File: config.mk
export PLATFORM = sky130hd
export DESIGN_NAME = vector_adder
export DESIGN_NICKNAME = d
export VERILOG_FILES = /design/src/hdl/opq_pkg.sv /design/src/hdl/opq_fifo.sv /design/src/hdl/vector_adder.sv
export VERILOG_INCLUDE_DIRS = /design/src /design/src/hdl
export SDC_FILE = /design/constraint.sdc
export NUM_CORES = 1
export LEC_CHECK = 0
export BUFFER_PORTS_ARGS = -buffer_cell sky130_fd_sc_hd__buf_2
export CORE_ASPECT_RATIO = 0.75
export CORE_MARGIN = 2
export CORE_UTILIZATION = 30
export DETAILED_ROUTE_END_ITERATION = 12
export GPL_TIMING_DRIVEN = 0
export PLACE_DENSITY = 0.52
export SETUP_SLACK_MARGIN = 0.02
export SLEW_MARGIN = 20
export SYNTH_ARGS = -nofsm -noshare
export SYNTH_HDL_FRONTEND = slang
export SYNTH_SLANG_ARGS = --single-unit
File: constraint.sdc
create_clock -name clk_i -period 5.2 [get_ports clk_i]
set_input_delay 1.3 -clock clk_i [delete_from_list [all_inputs] [get_ports clk_i]]
set_output_delay 1.3 -clock clk_i [all_outputs]
set_load 0.03 [all_outputs]
File: src/hdl/opq_cfg.svh
// Sizing macros for the vector lane operand path
`ifndef OPQ_CFG_SVH
`define OPQ_CFG_SVH

// Datapath word width in bits
`define OPQ_ELEN 64

// Operand queues per lane
`define OPQ_NR_OPQ 2

// Entries in each operand queue input buffer
`define OPQ_BUFFER_DEPTH 2

// Register file geometry
`define OPQ_NR_VREGS 8
`define OPQ_WORDS_PER_VREG 4

`endif

File: src/hdl/opq_pkg.sv
// Width types, element width and conversion enums, command structs and helpers
`include "opq_cfg.svh"

package opq_pkg;

  // Meaningful widths
  typedef logic [`OPQ_ELEN-1:0] elen_t;
  typedef logic [4:0]           vaddr_t;
  typedef logic [2:0]           vreg_t;
  typedef logic [5:0]           vlen_t;
  typedef logic [1:0]           opq_credit_t;

  typedef enum logic [1:0] {
    EW8,
    EW16,
    EW32,
    EW64
  } eew_e;

  typedef enum logic [2:0] {
    OpqConvNone,
    OpqConvSExt2,
    OpqConvZExt2,
    OpqConvSExt4,
    OpqConvZExt4
  } opq_conv_e;

  // Requester sequencing
  typedef enum logic {
    ReqIdle,
    ReqBusy
  } req_state_e;

  // External vector add command, sew is the destination width
  typedef struct packed {
    vreg_t     vs1;
    vreg_t     vs2;
    vlen_t     vl;
    eew_e      sew;
    opq_conv_e conv_a;
    opq_conv_e conv_b;
  } vadd_cmd_t;

  // Per queue command, eew is the source width
  typedef struct packed {
    vlen_t     vl;
    eew_e      eew;
    opq_conv_e conv;
  } operand_queue_cmd_t;

  // Adder bookkeeping entry
  typedef struct packed {
    eew_e  sew;
    vlen_t vl;
  } add_cmd_t;

  // Log2 of the widening factor
  function automatic logic [1:0] conv_shift(opq_conv_e conv);
    case (conv)
      OpqConvSExt2, OpqConvZExt2: return 2'd1;
      OpqConvSExt4, OpqConvZExt4: return 2'd2;
      default:                    return 2'd0;
    endcase
  endfunction

  // Words needed for vl elements of width ew, rounded up
  function automatic vlen_t num_words(vlen_t vl, eew_e ew);
    logic [8:0] bytes;
    bytes = 9'(vl) << ew;
    return vlen_t'((bytes + 9'd7) >> 3);
  endfunction

endpackage

File: src/hdl/opq_fifo.sv
// Circular buffer FIFO with occupancy count
`timescale 1ns/1ps

module opq_fifo #(
  parameter int unsigned DEPTH = 2,
  parameter int unsigned WIDTH = 8
) (
  input  logic                       clk_i,
  input  logic                       rst_ni,
  input  logic                       push_i,
  input  logic [WIDTH-1:0]           data_i,
  input  logic                       pop_i,
  output logic [WIDTH-1:0]           data_o,
  output logic                       empty_o,
  output logic                       full_o,
  output logic [$clog2(DEPTH+1)-1:0] usage_o
);

  localparam int unsigned PtrW = (DEPTH > 1) ? $clog2(DEPTH) : 1;

  logic [WIDTH-1:0]           mem_q [DEPTH];
  logic [PtrW-1:0]            rd_ptr_q, wr_ptr_q;
  logic [$clog2(DEPTH+1)-1:0] count_q;

  function automatic logic [PtrW-1:0] next_ptr(logic [PtrW-1:0] ptr);
    return (ptr == PtrW'(DEPTH - 1)) ? '0 : ptr + 1'b1;
  endfunction

  assign data_o  = mem_q[rd_ptr_q];
  assign empty_o = (count_q == '0);
  assign full_o  = (count_q == DEPTH);
  assign usage_o = count_q;

  always_ff @(posedge clk_i or negedge rst_ni) begin
    if (!rst_ni) begin
      rd_ptr_q <= '0;
      wr_ptr_q <= '0;
      count_q  <= '0;
    end else begin
      if (push_i) begin
        wr_ptr_q <= next_ptr(wr_ptr_q);
      end
      if (pop_i) begin
        rd_ptr_q <= next_ptr(rd_ptr_q);
      end
      if (push_i && !pop_i) begin
        count_q <= count_q + 1'b1;
      end else if (pop_i && !push_i) begin
        count_q <= count_q - 1'b1;
      end
    end
  end

  // Storage
  always_ff @(posedge clk_i) begin
    if (push_i) begin
      mem_q[wr_ptr_q] <= data_i;
    end
  end

  assert property (@(posedge clk_i) disable iff (!rst_ni) push_i |-> !full_o)
    else $error("FIFO overflow");
  assert property (@(posedge clk_i) disable iff (!rst_ni) pop_i |-> !empty_o)
    else $error("FIFO underflow");

endmodule

File: src/hdl/vector_adder.sv
// Elementwise adder draining the operand queues, with width FIFO and word counter
`timescale 1ns/1ps
`include "opq_cfg.svh"

module vector_adder (
  input  logic                   clk_i,
  input  logic                   rst_ni,
  input  opq_pkg::eew_e          sew_i,
  input  opq_pkg::vlen_t         vl_i,
  input  logic                   cmd_valid_i,
  input  opq_pkg::elen_t         operand_a_i,
  input  opq_pkg::elen_t         operand_b_i,
  input  logic [`OPQ_NR_OPQ-1:0] operand_valid_i,
  output logic                   operand_ready_o,
  output opq_pkg::elen_t         result_o,
  output logic                   result_valid_o,
  input  logic                   result_ready_i
);

  opq_pkg::add_cmd_t wfifo_in;
  opq_pkg::add_cmd_t entry;
  logic              wfifo_empty;
  logic              wfifo_pop;
  opq_pkg::vlen_t    nr_words;
  opq_pkg::vlen_t    word_cnt_q;

  assign wfifo_in.sew = sew_i;
  assign wfifo_in.vl  = vl_i;

  // Sized like the queue command buffers
  opq_fifo #(
    .DEPTH(`OPQ_BUFFER_DEPTH + 1),
    .WIDTH($bits(opq_pkg::add_cmd_t))
  ) i_width_fifo (
    .clk_i  (clk_i),
    .rst_ni (rst_ni),
    .push_i (cmd_valid_i),
    .data_i (wfifo_in),
    .pop_i  (wfifo_pop),
    .data_o (entry),
    .empty_o(wfifo_empty),
    .full_o (),
    .usage_o()
  );

  assign result_valid_o  = &operand_valid_i && !wfifo_empty;
  assign operand_ready_o = result_valid_o && result_ready_i;
  assign nr_words        = opq_pkg::num_words(entry.vl, entry.sew);
  assign wfifo_pop       = operand_ready_o && (word_cnt_q + 1'b1 >= nr_words);

  // Wrapping sum per element
  always_comb begin : p_sum
    result_o = '0;
    case (entry.sew)
      opq_pkg::EW8:
        for (int e = 0; e < 8; e++) begin
          result_o[8*e +: 8] = operand_a_i[8*e +: 8] + operand_b_i[8*e +: 8];
        end
      opq_pkg::EW16:
        for (int e = 0; e < 4; e++) begin
          result_o[16*e +: 16] = operand_a_i[16*e +: 16] + operand_b_i[16*e +: 16];
        end
      opq_pkg::EW32:
        for (int e = 0; e < 2; e++) begin
          result_o[32*e +: 32] = operand_a_i[32*e +: 32] + operand_b_i[32*e +: 32];
        end
      default: result_o = operand_a_i + operand_b_i;
    endcase
  end

  always_ff @(posedge clk_i or negedge rst_ni) begin
    if (!rst_ni) begin
      word_cnt_q <= '0;
    end else if (operand_ready_o) begin
      word_cnt_q <= wfifo_pop ? '0 : word_cnt_q + 1'b1;
    end
  end

endmodule

==> results by group <==
STA
  • Worst Tran Pin Value: 952 ps
  • Post-route worst setup slack: -260 ps
  • Fmax: 0.183 GHz
  • Final min period: 5460 ps
  • Final setup viols: 14
  • Max Slew Vio Count: 0
  • RSZ-0062 raised after global routing: yes
  • Layout Skew: 3.89 ps
  • Max_slew headroom: 0.363
  • Final hold vios: 0
  • Final Cycle Share: 1.05

Global route
  • Largest net degree at the start of global routing: 13
  • Number of global-route vias before repair: 7,865
  • First-pass GRT wire length: 44,100 microns
  • Grt ovf: 0
  • Met1 Track Usage GR: 0.344
  • Antenna violations before repair: 1
  • GRT Resource Usage Total: 0.226
  • GR Layer Usage met2: 0.320
  • GRT Max-Usage Layer: met1
  • Met3 usage: 0.0510

Die
  • CORE AREA: 23,200 sq um
  • Die Span Y: 138 microns
  • # IOs: 208
  • Die Footprint: 25,000 sq um
  • Die Wd: 182 microns
  • Std-Cell Rows: 48
  • Effective utilization at floorplan: 0.308

Route
  • DR vias/cell: 5.72
  • WL/cell: 19.8 microns
  • Detailed Routing Iterations Pass 1: 6
  • Total Routed Length: 30,200 microns
  • # DRC: 0
  • Detail Route Antenna Nets: 0
  • Vias post-DR: 8,722
  • Initial DRC Count: 778

Critical path
  • FF-to-FF setup slack: 440 ps
  • CP Class: in -> out
  • CP Capture Type: output port
  • Required time of the worst setup path: 3900 ps
  • R2R Path Start: i_width_fifo.rd_ptr_q[0]$_DFFE_PN0P_
  • Reg2reg end: i_width_fifo.usage_o[1]$_DFFE_PN0P_
  • Critical path fanouts, max: 4
  • Reg2Reg Depth: 17
  • Worst setup SP type: input pin
  • WP data arrival: 4160 ps

Logic synthesis
  • Library cells used by synthesis: 78
  • Synth Net Count: 1,220
  • Register area share after synthesis: 0.143
  • FFs w/ async S/R, synth: 0.333
  • Largest family of logic cells by synthesized area: compound AO/OA/AOI/OAI gates
  • Mapped Cells: 999
  • Mean Syn Cell Area: 7.14 sq um
  • Synthesized flop and latch total: 36
  • Post-synthesis cell area: 7130 sq um
  • Post-synthesis simple-gate area fraction: 0.226
  • Area fraction in compound gates after synthesis: 0.335
  • Mux share of post-synthesis cell area: 0.0203
  • Number of synthesized flops with an enable pin: 24
  • Main synth FF type: edfxtp_1
  • XOR/XNOR share of the synthesized area: 0.0859
  • Adder-cell share of the synthesized area: 0.148
  • Yosys warns: 0

Placement
  • Dpl ws: -624 ps
  • Port-buffer cells: 207
  • GPL Wtd Cong: 1.01
  • Hpwl dp: 24,100 microns

Cells and area
  • Commonest non-fill, non-tap cell in the layout: buf_2
  • Most frequent cells in the layout: buf_2 (186), nand2_1 (112), a21oi_1 (104)
  • Fin util: 0.426
  • Filler cells: 2,431
  • Area growth syn-to-layout: 38.4%
  • Multi-input logic area: 6640 sq um
  • Share of cells above drive strength 1: 0.337
  • Register area: 1020 sq um
  • Nets@finish: 1,443

Min path
  • Worst Hold End: i_width_fifo.usage_o[1]$_DFFE_PN0P_
  • Hold_sp: i_width_fifo.usage_o[1]$_DFFE_PN0P_
  • Hold Path Class: reg -> reg
  • WHS Path Cells: 1

Status
  • Failing checks: negative setup slack
  • Outcome: finished, violations left

Clock network
  • TritonCTS Buffers: 5
  • CTS Sinks: 36
  • Clock Path Buffers: 2
  • Clock transition at path regs: 60 ps
  • Worst skew pair latency: 270 ps
  • TritonCTS clock tree: yes
  • Clk root buf: clkbuf_16
  • Number of H-tree levels: 2

Power and ir drop
  • Total power: 3.69 mW
  • P_leak: 4.13 nW
  • Pwr dens: 374 nW/um^2
  • Worst vdd ir: 209 uV

Flow run
  • Max Cap Violations: 0
## worst max path at each step
| stage | start | cells after the start | slack, ps | end |
|---|---|---|---|---|
| floorplan | operand_a_i[0] | 11 | -40 | result_o[52] |
| detailed placement | operand_a_i[13] | 13 | -620 | result_o[49] |
| global route | operand_b_i[0] | 14 | -260 | result_o[46] |
| CTS | operand_a_i[0] | 14 | -270 | result_o[46] |
| global placement | operand_a_i[13] | 13 | -670 | result_o[49] |
| finish | operand_b_i[0] | 14 | -260 | result_o[46] |
## routing by layer
metal | vias up | part of all wire
met5 | - | 0
met4 | 0 | 0.018
met3 | 38 | 0.10
met2 | 451 | 0.40
met1 | 4051 | 0.48
li1 | 4182 | -
## registers in the layout (all words and copies together) (netlist names)
register               flops
i_width_fifo.mem_q        24
word_cnt_q                 6
i_width_fifo.rd_ptr_q      2
i_width_fifo.usage_o       2
i_width_fifo.wr_ptr_q      2
## where the power goes
group          internal, mW  total [mW]  switching (mW)
clock                 0.323       0.431           0.108
sequential            0.372       0.410          0.0382
combinational         0.991        2.85            1.86
## synthesized netlist by cell type, types with 13 or more instances
master | instances | area, sq um
o21ai_0 | 74 | 370
edfxtp_1 | 24 | 721
o21a_1 | 17 | 128
nand2_1 | 118 | 443
xnor2_1 | 41 | 359
a21oi_1 | 137 | 686
mux2i_1 | 13 | 130
o21bai_1 | 13 | 97.6
buf_2 | 15 | 75.1
inv_1 | 21 | 78.8
ha_1 | 71 | 888
xor2_1 | 29 | 254
a211oi_1 | 14 | 105
nor2_1 | 87 | 327
a21o_1 | 33 | 248
nand3_1 | 28 | 140
clkbuf_1 | 26 | 97.6
nand4_1 | 30 | 188
nor3_1 | 20 | 100
## critical path, stage by stage
cell and delay [ps]:
buf_8 70, ha_4 130, inv_2 30, fa_2 340
and2b_1 240, o2111ai_2 150, a21oi_4 240, o2111ai_4 150
a21oi_4 230, a31oi_4 130, o41a_1 460, o211ai_1 240
xnor2_1 230, buf_4 210
## metrics by stage
| step | cell area (sq um) | hold slack, ps | std cells | TNS [ps] |
|---|---|---|---|---|
| floorplan | 7150 | 443 | 999 | -38.8 |
| global placement | 8560 | 482 | 1506 | -10130 |
| detailed placement | 8570 | 485 | 1506 | -10030 |
| CTS | 9250 | 497 | 1514 | -2400 |
| global route | 9870 | 499 | 1524 | -2680 |
| finish | 9870 | 491 | 1524 | -1400 |
## area by class of cell
cell class,count,share of cell area
Timing Repair Buffer,233,0.139
Buffer,31,0.0165
Tap cell,300,0.0380
Inverter,22,0.00836
Clock inverter,3,0.00912
Clock buffer,5,0.0127
Sequential cell,36,0.103
Antenna cell,1,0.000253
Multi-Input combinational cell,893,0.673
## repair_timing
action                                  4_1_cts  5_1_grt
setup buffers                                13       15
resized for setup                           104      133
endpoints found under the setup margin       37       40
hold buffers                                  0        0
pin swaps                                    28       47
## kinds of logic (layout without fill, tap and decap cells)
family | count (synthesis) | count (layout)
xor gates and xnor gates | 70 | 70
muxes | 14 | 14
buffers and inverters | 70 | 294
and+or+nand+nor | 345 | 345
DFF | 36 | 36
adders and majority gates | 80 | 80
AOI/OAI and AO/OA | 384 | 384
other | 0 | 1
Note: power is estimated with default switching activity, not from simulation.
