[src/hdl/opq_cfg.svh]
// Sizing macros for the vector lane operand path
`ifndef OPQ_CFG_SVH
`define OPQ_CFG_SVH

// Datapath word width in bits
`define OPQ_ELEN 64

// Operand queues per lane
`define OPQ_NR_OPQ 2

// Entries in each operand queue input buffer
`define OPQ_BUFFER_DEPTH 2

// Register file geometry
`define OPQ_NR_VREGS 8
`define OPQ_WORDS_PER_VREG 4

`endif

[src/hdl/opq_pkg.sv]
// Width types, element width and conversion enums, command structs and helpers
`include "opq_cfg.svh"

package opq_pkg;

  // Meaningful widths
  typedef logic [`OPQ_ELEN-1:0] elen_t;
  typedef logic [4:0]           vaddr_t;
  typedef logic [2:0]           vreg_t;
  typedef logic [5:0]           vlen_t;
  typedef logic [1:0]           opq_credit_t;

  typedef enum logic [1:0] {
    EW8,
    EW16,
    EW32,
    EW64
  } eew_e;

  typedef enum logic [2:0] {
    OpqConvNone,
    OpqConvSExt2,
    OpqConvZExt2,
    OpqConvSExt4,
    OpqConvZExt4
  } opq_conv_e;

  // Requester sequencing
  typedef enum logic {
    ReqIdle,
    ReqBusy
  } req_state_e;

  // External vector add command, sew is the destination width
  typedef struct packed {
    vreg_t     vs1;
    vreg_t     vs2;
    vlen_t     vl;
    eew_e      sew;
    opq_conv_e conv_a;
    opq_conv_e conv_b;
  } vadd_cmd_t;

  // Per queue command, eew is the source width
  typedef struct packed {
    vlen_t     vl;
    eew_e      eew;
    opq_conv_e conv;
  } operand_queue_cmd_t;

  // Adder bookkeeping entry
  typedef struct packed {
    eew_e  sew;
    vlen_t vl;
  } add_cmd_t;

  // Log2 of the widening factor
  function automatic logic [1:0] conv_shift(opq_conv_e conv);
    case (conv)
      OpqConvSExt2, OpqConvZExt2: return 2'd1;
      OpqConvSExt4, OpqConvZExt4: return 2'd2;
      default:                    return 2'd0;
    endcase
  endfunction

  // Words needed for vl elements of width ew, rounded up
  function automatic vlen_t num_words(vlen_t vl, eew_e ew);
    logic [8:0] bytes;
    bytes = 9'(vl) << ew;
    return vlen_t'((bytes + 9'd7) >> 3);
  endfunction

endpackage

[src/hdl/operand_requester.sv]
// Vector register file, command acceptance and per-queue operand read sequencing
`timescale 1ns/1ps
`include "opq_cfg.svh"

module operand_requester (
  input  logic                                          clk_i,
  input  logic                                          rst_ni,
  // Register file preload
  input  logic                                          vrf_we_i,
  input  opq_pkg::vaddr_t                               vrf_waddr_i,
  input  opq_pkg::elen_t                                vrf_wdata_i,
  // Command
  input  opq_pkg::vadd_cmd_t                            cmd_i,
  input  logic                                          cmd_valid_i,
  output logic                                          cmd_ready_o,
  // Operand queues
  output opq_pkg::operand_queue_cmd_t [`OPQ_NR_OPQ-1:0] opq_cmd_o,
  output logic                                          opq_cmd_valid_o,
  output opq_pkg::elen_t [`OPQ_NR_OPQ-1:0]              operand_o,
  output logic [`OPQ_NR_OPQ-1:0]                        operand_valid_o,
  output logic [`OPQ_NR_OPQ-1:0]                        operand_issued_o,
  input  logic [`OPQ_NR_OPQ-1:0]                        operand_queue_ready_i,
  // Adder
  output opq_pkg::eew_e                                 add_sew_o,
  output opq_pkg::vlen_t                                add_vl_o,
  output logic                                          add_cmd_valid_o
);

  localparam int unsigned NrWords = `OPQ_NR_VREGS * `OPQ_WORDS_PER_VREG;

  opq_pkg::elen_t      vrf_q [NrWords];
  opq_pkg::req_state_e state_d, state_q;
  logic                cmd_take;

  opq_pkg::vreg_t      src_vs   [`OPQ_NR_OPQ];
  opq_pkg::opq_conv_e  src_conv [`OPQ_NR_OPQ];

  opq_pkg::vreg_t      rd_vs_q  [`OPQ_NR_OPQ];
  opq_pkg::vlen_t      rd_len_q [`OPQ_NR_OPQ];
  opq_pkg::vlen_t      rd_cnt_q [`OPQ_NR_OPQ];
  opq_pkg::vlen_t      rd_cnt_d [`OPQ_NR_OPQ];
  opq_pkg::vaddr_t     rd_addr  [`OPQ_NR_OPQ];
  logic [`OPQ_NR_OPQ-1:0] rd_done;

  always_ff @(posedge clk_i) begin
    if (vrf_we_i) begin
      vrf_q[vrf_waddr_i] <= vrf_wdata_i;
    end
  end

  //////////////////////////////
  // Command decode
  //////////////////////////////

  assign cmd_ready_o     = (state_q == opq_pkg::ReqIdle);
  assign cmd_take        = cmd_valid_i && cmd_ready_o;
  assign opq_cmd_valid_o = cmd_take;
  assign add_cmd_valid_o = cmd_take;
  assign add_sew_o       = cmd_i.sew;
  assign add_vl_o        = cmd_i.vl;

  // Queue 0 reads vs1, queue 1 reads vs2
  assign src_vs[0]   = cmd_i.vs1;
  assign src_vs[1]   = cmd_i.vs2;
  assign src_conv[0] = cmd_i.conv_a;
  assign src_conv[1] = cmd_i.conv_b;

  always_comb begin
    for (int q = 0; q < `OPQ_NR_OPQ; q++) begin
      opq_cmd_o[q].vl   = cmd_i.vl;
      opq_cmd_o[q].conv = src_conv[q];
      // Source width is narrower by the widening factor
      opq_cmd_o[q].eew  = opq_pkg::eew_e'(cmd_i.sew - opq_pkg::conv_shift(src_conv[q]));
    end
  end

  //////////////////////////////
  // Read sequencing
  //////////////////////////////

  always_comb begin
    state_d = state_q;
    for (int q = 0; q < `OPQ_NR_OPQ; q++) begin
      operand_issued_o[q] = (state_q == opq_pkg::ReqBusy) &&
                            (rd_cnt_q[q] != rd_len_q[q]) && operand_queue_ready_i[q];
      rd_cnt_d[q] = rd_cnt_q[q] + opq_pkg::vlen_t'(operand_issued_o[q]);
      rd_done[q]  = (rd_cnt_d[q] == rd_len_q[q]);
      rd_addr[q]  = opq_pkg::vaddr_t'(rd_vs_q[q] * `OPQ_WORDS_PER_VREG + rd_cnt_q[q]);
    end
    if (cmd_take) begin
      state_d = opq_pkg::ReqBusy;
    end else if (state_q == opq_pkg::ReqBusy && &rd_done) begin
      state_d = opq_pkg::ReqIdle;
    end
  end

  always_ff @(posedge clk_i or negedge rst_ni) begin
    if (!rst_ni) begin
      state_q         <= opq_pkg::ReqIdle;
      operand_valid_o <= '0;
      for (int q = 0; q < `OPQ_NR_OPQ; q++) begin
        rd_len_q[q] <= '0;
        rd_cnt_q[q] <= '0;
      end
    end else begin
      state_q         <= state_d;
      operand_valid_o <= operand_issued_o;
      for (int q = 0; q < `OPQ_NR_OPQ; q++) begin
        if (cmd_take) begin
          rd_len_q[q] <= opq_pkg::num_words(cmd_i.vl, opq_cmd_o[q].eew);
          rd_cnt_q[q] <= '0;
        end else begin
          rd_cnt_q[q] <= rd_cnt_d[q];
        end
      end
    end
  end

  // Register base and read data, one cycle behind the issue pulse
  always_ff @(posedge clk_i) begin
    for (int q = 0; q < `OPQ_NR_OPQ; q++) begin
      if (cmd_take) begin
        rd_vs_q[q] <= src_vs[q];
      end
      if (operand_issued_o[q]) begin
        operand_o[q] <= vrf_q[rd_addr[q]];
      end
    end
  end

  assert property (@(posedge clk_i) disable iff (!rst_ni) vrf_we_i |-> cmd_ready_o)
    else $error("Register file preload while operand reads are in flight");

endmodule

[config.mk]
export PLATFORM = sky130hd
export DESIGN_NAME = operand_requester
export DESIGN_NICKNAME = d
export VERILOG_FILES = /design/src/hdl/opq_pkg.sv /design/src/hdl/operand_requester.sv
export VERILOG_INCLUDE_DIRS = /design/src /design/src/hdl
export SDC_FILE = /design/constraint.sdc
export NUM_CORES = 2
export LEC_CHECK = 0
export BUFFER_PORTS_ARGS = -buffer_cell sky130_fd_sc_hd__buf_2
export CAP_MARGIN = 30
export CORE_MARGIN = 1
export CORE_UTILIZATION = 49
export CTS_CLUSTER_DIAMETER = 150
export DETAILED_ROUTE_END_ITERATION = 8
export GPL_TIMING_DRIVEN = 0
export PLACE_DENSITY = 0.68
export SETUP_SLACK_MARGIN = 0.05
export SLEW_MARGIN = 20
export SYNTH_ARGS = -nofsm -noshare
export SYNTH_HDL_FRONTEND = slang
export SYNTH_SLANG_ARGS = --single-unit
[constraint.sdc]
create_clock -name clk_i -period 6.7 [get_ports clk_i]
set_clock_uncertainty 0.2 [all_clocks]
set_input_delay 1.34 -clock clk_i [delete_from_list [all_inputs] [get_ports clk_i]]
set_output_delay 1.34 -clock clk_i [all_outputs]
set_load 0.1 [all_outputs]
==> metrics.md <==
| Metric | Value |
|---|---|
| Reg2reg setup slack | `1.65 ns` |
| DR pass1 iterations | `8` |
| Initial antenna violation count | `22` |
| XOR/XNOR share of the synthesized area | `0.003847` |
| Clock share of power | `0.219` |
| First-pass GRT wire length | `447.1 mm` |
| Maximum VDD drop | `around 0.00037 V` |
| Reg2reg start | `rd_cnt_q[7]` |
| Dominant synthesized flop cell | `edfxtp_1` |
| Clock root buffer | `clkbuf_16` |
| Total GRT Usage | `0.3225` |
| Global route hottest layer | `met2` |
| Sw Ratio | `0.3951` |
| P_sw | `22.27 mW` |
| Crit share post-route | `0.9215` |
| Power Density | `slightly below 500 mW/mm²` |
| # fillers | `14430` |
| WP data arrival | `4.63 ns` |
| Crit end category | `output port` |
| Synth Area in Adders | `0.001403` |
| Leakage power | `37.19 nW` |
| Slew Limit Headroom | `0.2838` |
| Status | `finished, final reports clean` |
| Post-synth EDFFs | `2182` |
| Mean Syn Cell Area | `roughly 24 µm²` |
| Clock transition at path regs | `0.06 ns` |
| Pint | `34.09 mW` |
| Final Core Density | `0.5777` |
| # DRC | `0` |
| Dpl cells | `7377` |
| RePlAce Congestion | `0.8315` |
| Synth unique cells | `between 40 and 50` |
| Synth Register Bits | `~2200` |
| Crit-path max FO | `12` |
| Synth Instances | `4214` |
| Number of cell rows | `165` |
| Ys async rst share | `0.01222` |
| DIE WIDTH | `453.4 µm` |
| Synth Area in Compound Gates | `0.002907` |
| Port Buffers | `259` |
| Most frequent cells after synthesis | `edfxtp_1, mux4_2, clkbuf_1, mux2_2, buf_2` |
| Net Count, Synth | `4319` |
| Leading area contributor after synthesis | `edfxtp_1` |
| Layout net count | `5046` |
| Combinational power share | `0.488` |
| Largest family of logic cells by synthesized area | `multiplexers` |
| Core Footprint | `0.2023 mm²` |
| Clock Tree Buf Depth | `3` |
| WL/cell | `42.20 µm` |
| Number of DRC markers in iteration 0 | `9398` |
| CTS Hold Bufs | `0` |
| Postcts setup bufs | `0` |
| Total Power | `56.36 mW` |
| Area Growth Syn to Fin | `17.05%` |
| Top cells by area, synth | `edfxtp_1, mux4_2, mux2_2` |
| Worst-Margin Slew | `1.074 ns` |
| Antenna Nets Post-Route | `0` |
| Simple-Gate Fraction of Synth Area | `0.006540` |
| Proportion of layout cells with a drive suffix above 1 | `0.4802` |
| IO Count | `260` |
| Max Cap Violations | `0` |
| Crit path kind | `reg -> out` |
| Largest net degree at the start of global routing | `33` |
| Most frequent cell after synthesis | `edfxtp_1` |
| CP startpoint kind | `flop` |
| RSZ-0062 raised after global routing | `no` |
| Vias | `roughly 56000` |
| Reg power frac | `0.294` |
| FMAX | `0.1620 GHz` |
| Grt met3 use | `0.07132` |
| Reg2reg path depth | `15` |
| Clock sinks | `approximately 2200` |
| Post-DP HPWL | `225.7 mm` |
| Cts bufs inserted | `226` |
| Routed wire length | `roughly 330 mm` |
| Vias in the first global route | `55130` |
| Worst skew pair latency | `a little under 0.9 ns` |
| Grt ovf | `0` |
| Die area | `0.2056 mm²` |
| Met1 GRT Util | `0.4263` |
| Starting Density | `0.4936` |
| Die height | `about 450 µm` |
| GRT met2 Usage | `0.5086` |
| Final Max Slew Viols | `0` |
| CP required | `5.16 ns` |
| CTS tree | `built` |
| Vias per cell | `7.137` |
| PostCTS Resize Cnt | `0` |
| Min-Delay Path Class | `in -> async` |
| Mapped cell area | `around 0.1 mm²` |
| Non-Filler Instances | `7816` |
| Final Hold Fails | `0` |
| Register area share after synthesis | `0.6629` |
| Mux cell area share after synthesis | `0.3054` |
| Yosys warnings | `0` |
| Share of the synthesized area in the top cell type | `0.6561` |
| Reg2reg end | `state_q` |
| Final setup fails | `0` |
| Min Tclk post-route | `6.174 ns` |
| CTS H-tree depth | `4` |
## registers in the layout, summed over array words and instances, names as in the netlist
signal and count:
operand_valid_o 2, rd_cnt_q 12, rd_vs_q 6, rd_len_q 12
operand_o 128, state_q 1, vrf_q 2048
## stage by stage
| stage | setup slack, ns | hold slack [ns] | setup TNS (ns) | area (µm²) |
|---|---|---|---|---|
| 2_1_floorplan | 0.5204 | 0.2586 | 0 | 99870 |
| 3_3_place_gp | -4.495 | 0.2882 | -7849.64 | 104500 |
| 3_5_place_dp | 1.428 | 0.2881 | 0 | 109700 |
| 4_1_cts | 0.4650 | 0.2733 | 0 | 116800 |
| 5_1_grt | 0.5802 | 0.3252 | 0 | 116900 |
| 6_report | 0.5262 | 0.2983 | 0 | 116900 |
## cell usage in the layout, fill, tap and decap left out, types with 6 or more instances in the layout
cell type / n
a21oi_1: 8
buf_1: 18
buf_12: 94
buf_16: 81
buf_2: 361
buf_4: 37
buf_6: 70
buf_8: 13
bufinv_16: 14
clkbuf_1: 151
clkbuf_16: 231
clkbuf_2: 62
clkinv_1: 53
clkinv_2: 44
clkinvlp_4: 8
dfrtp_1: 27
diode_2: 13
edfxtp_1: 2182
ha_1: 8
inv_1: 6
inv_6: 8
mux2_2: 128
mux2i_1: 13
mux4_1: 21
mux4_2: 1260
nand2_1: 31
nand2b_1: 7
nand3_1: 14
nor2_1: 24
nor2_4: 32
o21ai_0: 10
xnor2_1: 20
xor2_1: 21
## logic make-up after synthesis
| group | after synthesis |
|---|---|
| AND/OR/NAND/NOR | 140 |
| adder cells (fa/ha/maj) | 10 |
| flip-flops | 2209 |
| multiplexers | 1422 |
| XOR/XNOR | 43 |
| AO/OA/AOI/OAI | 44 |
| buffers and inverters | 346 |
## worst max-delay path by stage
stage	from	end	cells after the start
2_1_floorplan	operand_queue_ready_i[1]	state_q	10
3_3_place_gp	vrf_waddr_i[1]	vrf_q[28][20]	4
3_5_place_dp	rd_cnt_q[1]	operand_issued_o[1]	8
4_1_cts	rd_cnt_q[1]	operand_issued_o[1]	8
5_1_grt	rd_cnt_q[7]	operand_issued_o[0]	8
6_report	rd_cnt_q[7]	operand_issued_o[0]	8
## power by group through the flow
stage                     Clock (mW)  Sequential (mW)  Combinational [mW]
final                           12.3             16.5                27.5
after global routing            12.9             16.6                28.0
after CTS                       12.4             16.6                27.3
after detailed placement           0             16.8                27.2
after global placement             0             16.9                26.4
after floorplan                    0             19.8                14.2
## area by class of cell
type	instances	area, µm²	share of cell area
Buffer	338	1748	0.01495
Clock buffer	283	5996	0.05129
Sequential cell	2209	66200	0.5663
Antenna cell	13	32.53	0.0002783
Multi-Input combinational cell	1659	32250	0.2759
Clock inverter	135	1106	0.009463
Inverter	8	30.03	0.0002569
Timing Repair Buffer	499	6188	0.05294
Tap cell	2672	3343	0.02860
## layer usage
metal,vias up,wire length [µm]
met5,-,92
met4,14,18490
met3,832,38390
met2,4366,158700
met1,30100,114200
li1,20480,-
## worst max-delay path: stages, from the launching register on
cell and delay (ns):
dfrtp_1 0.56, buf_2 0.46, clkbuf_2 0.59, buf_2 0.52, xor2_1 0.19, nor4_1 0.09
a31oi_4 0.61, buf_16 0.23, buf_2 0.45
Power figures use the tool's default switching activity.
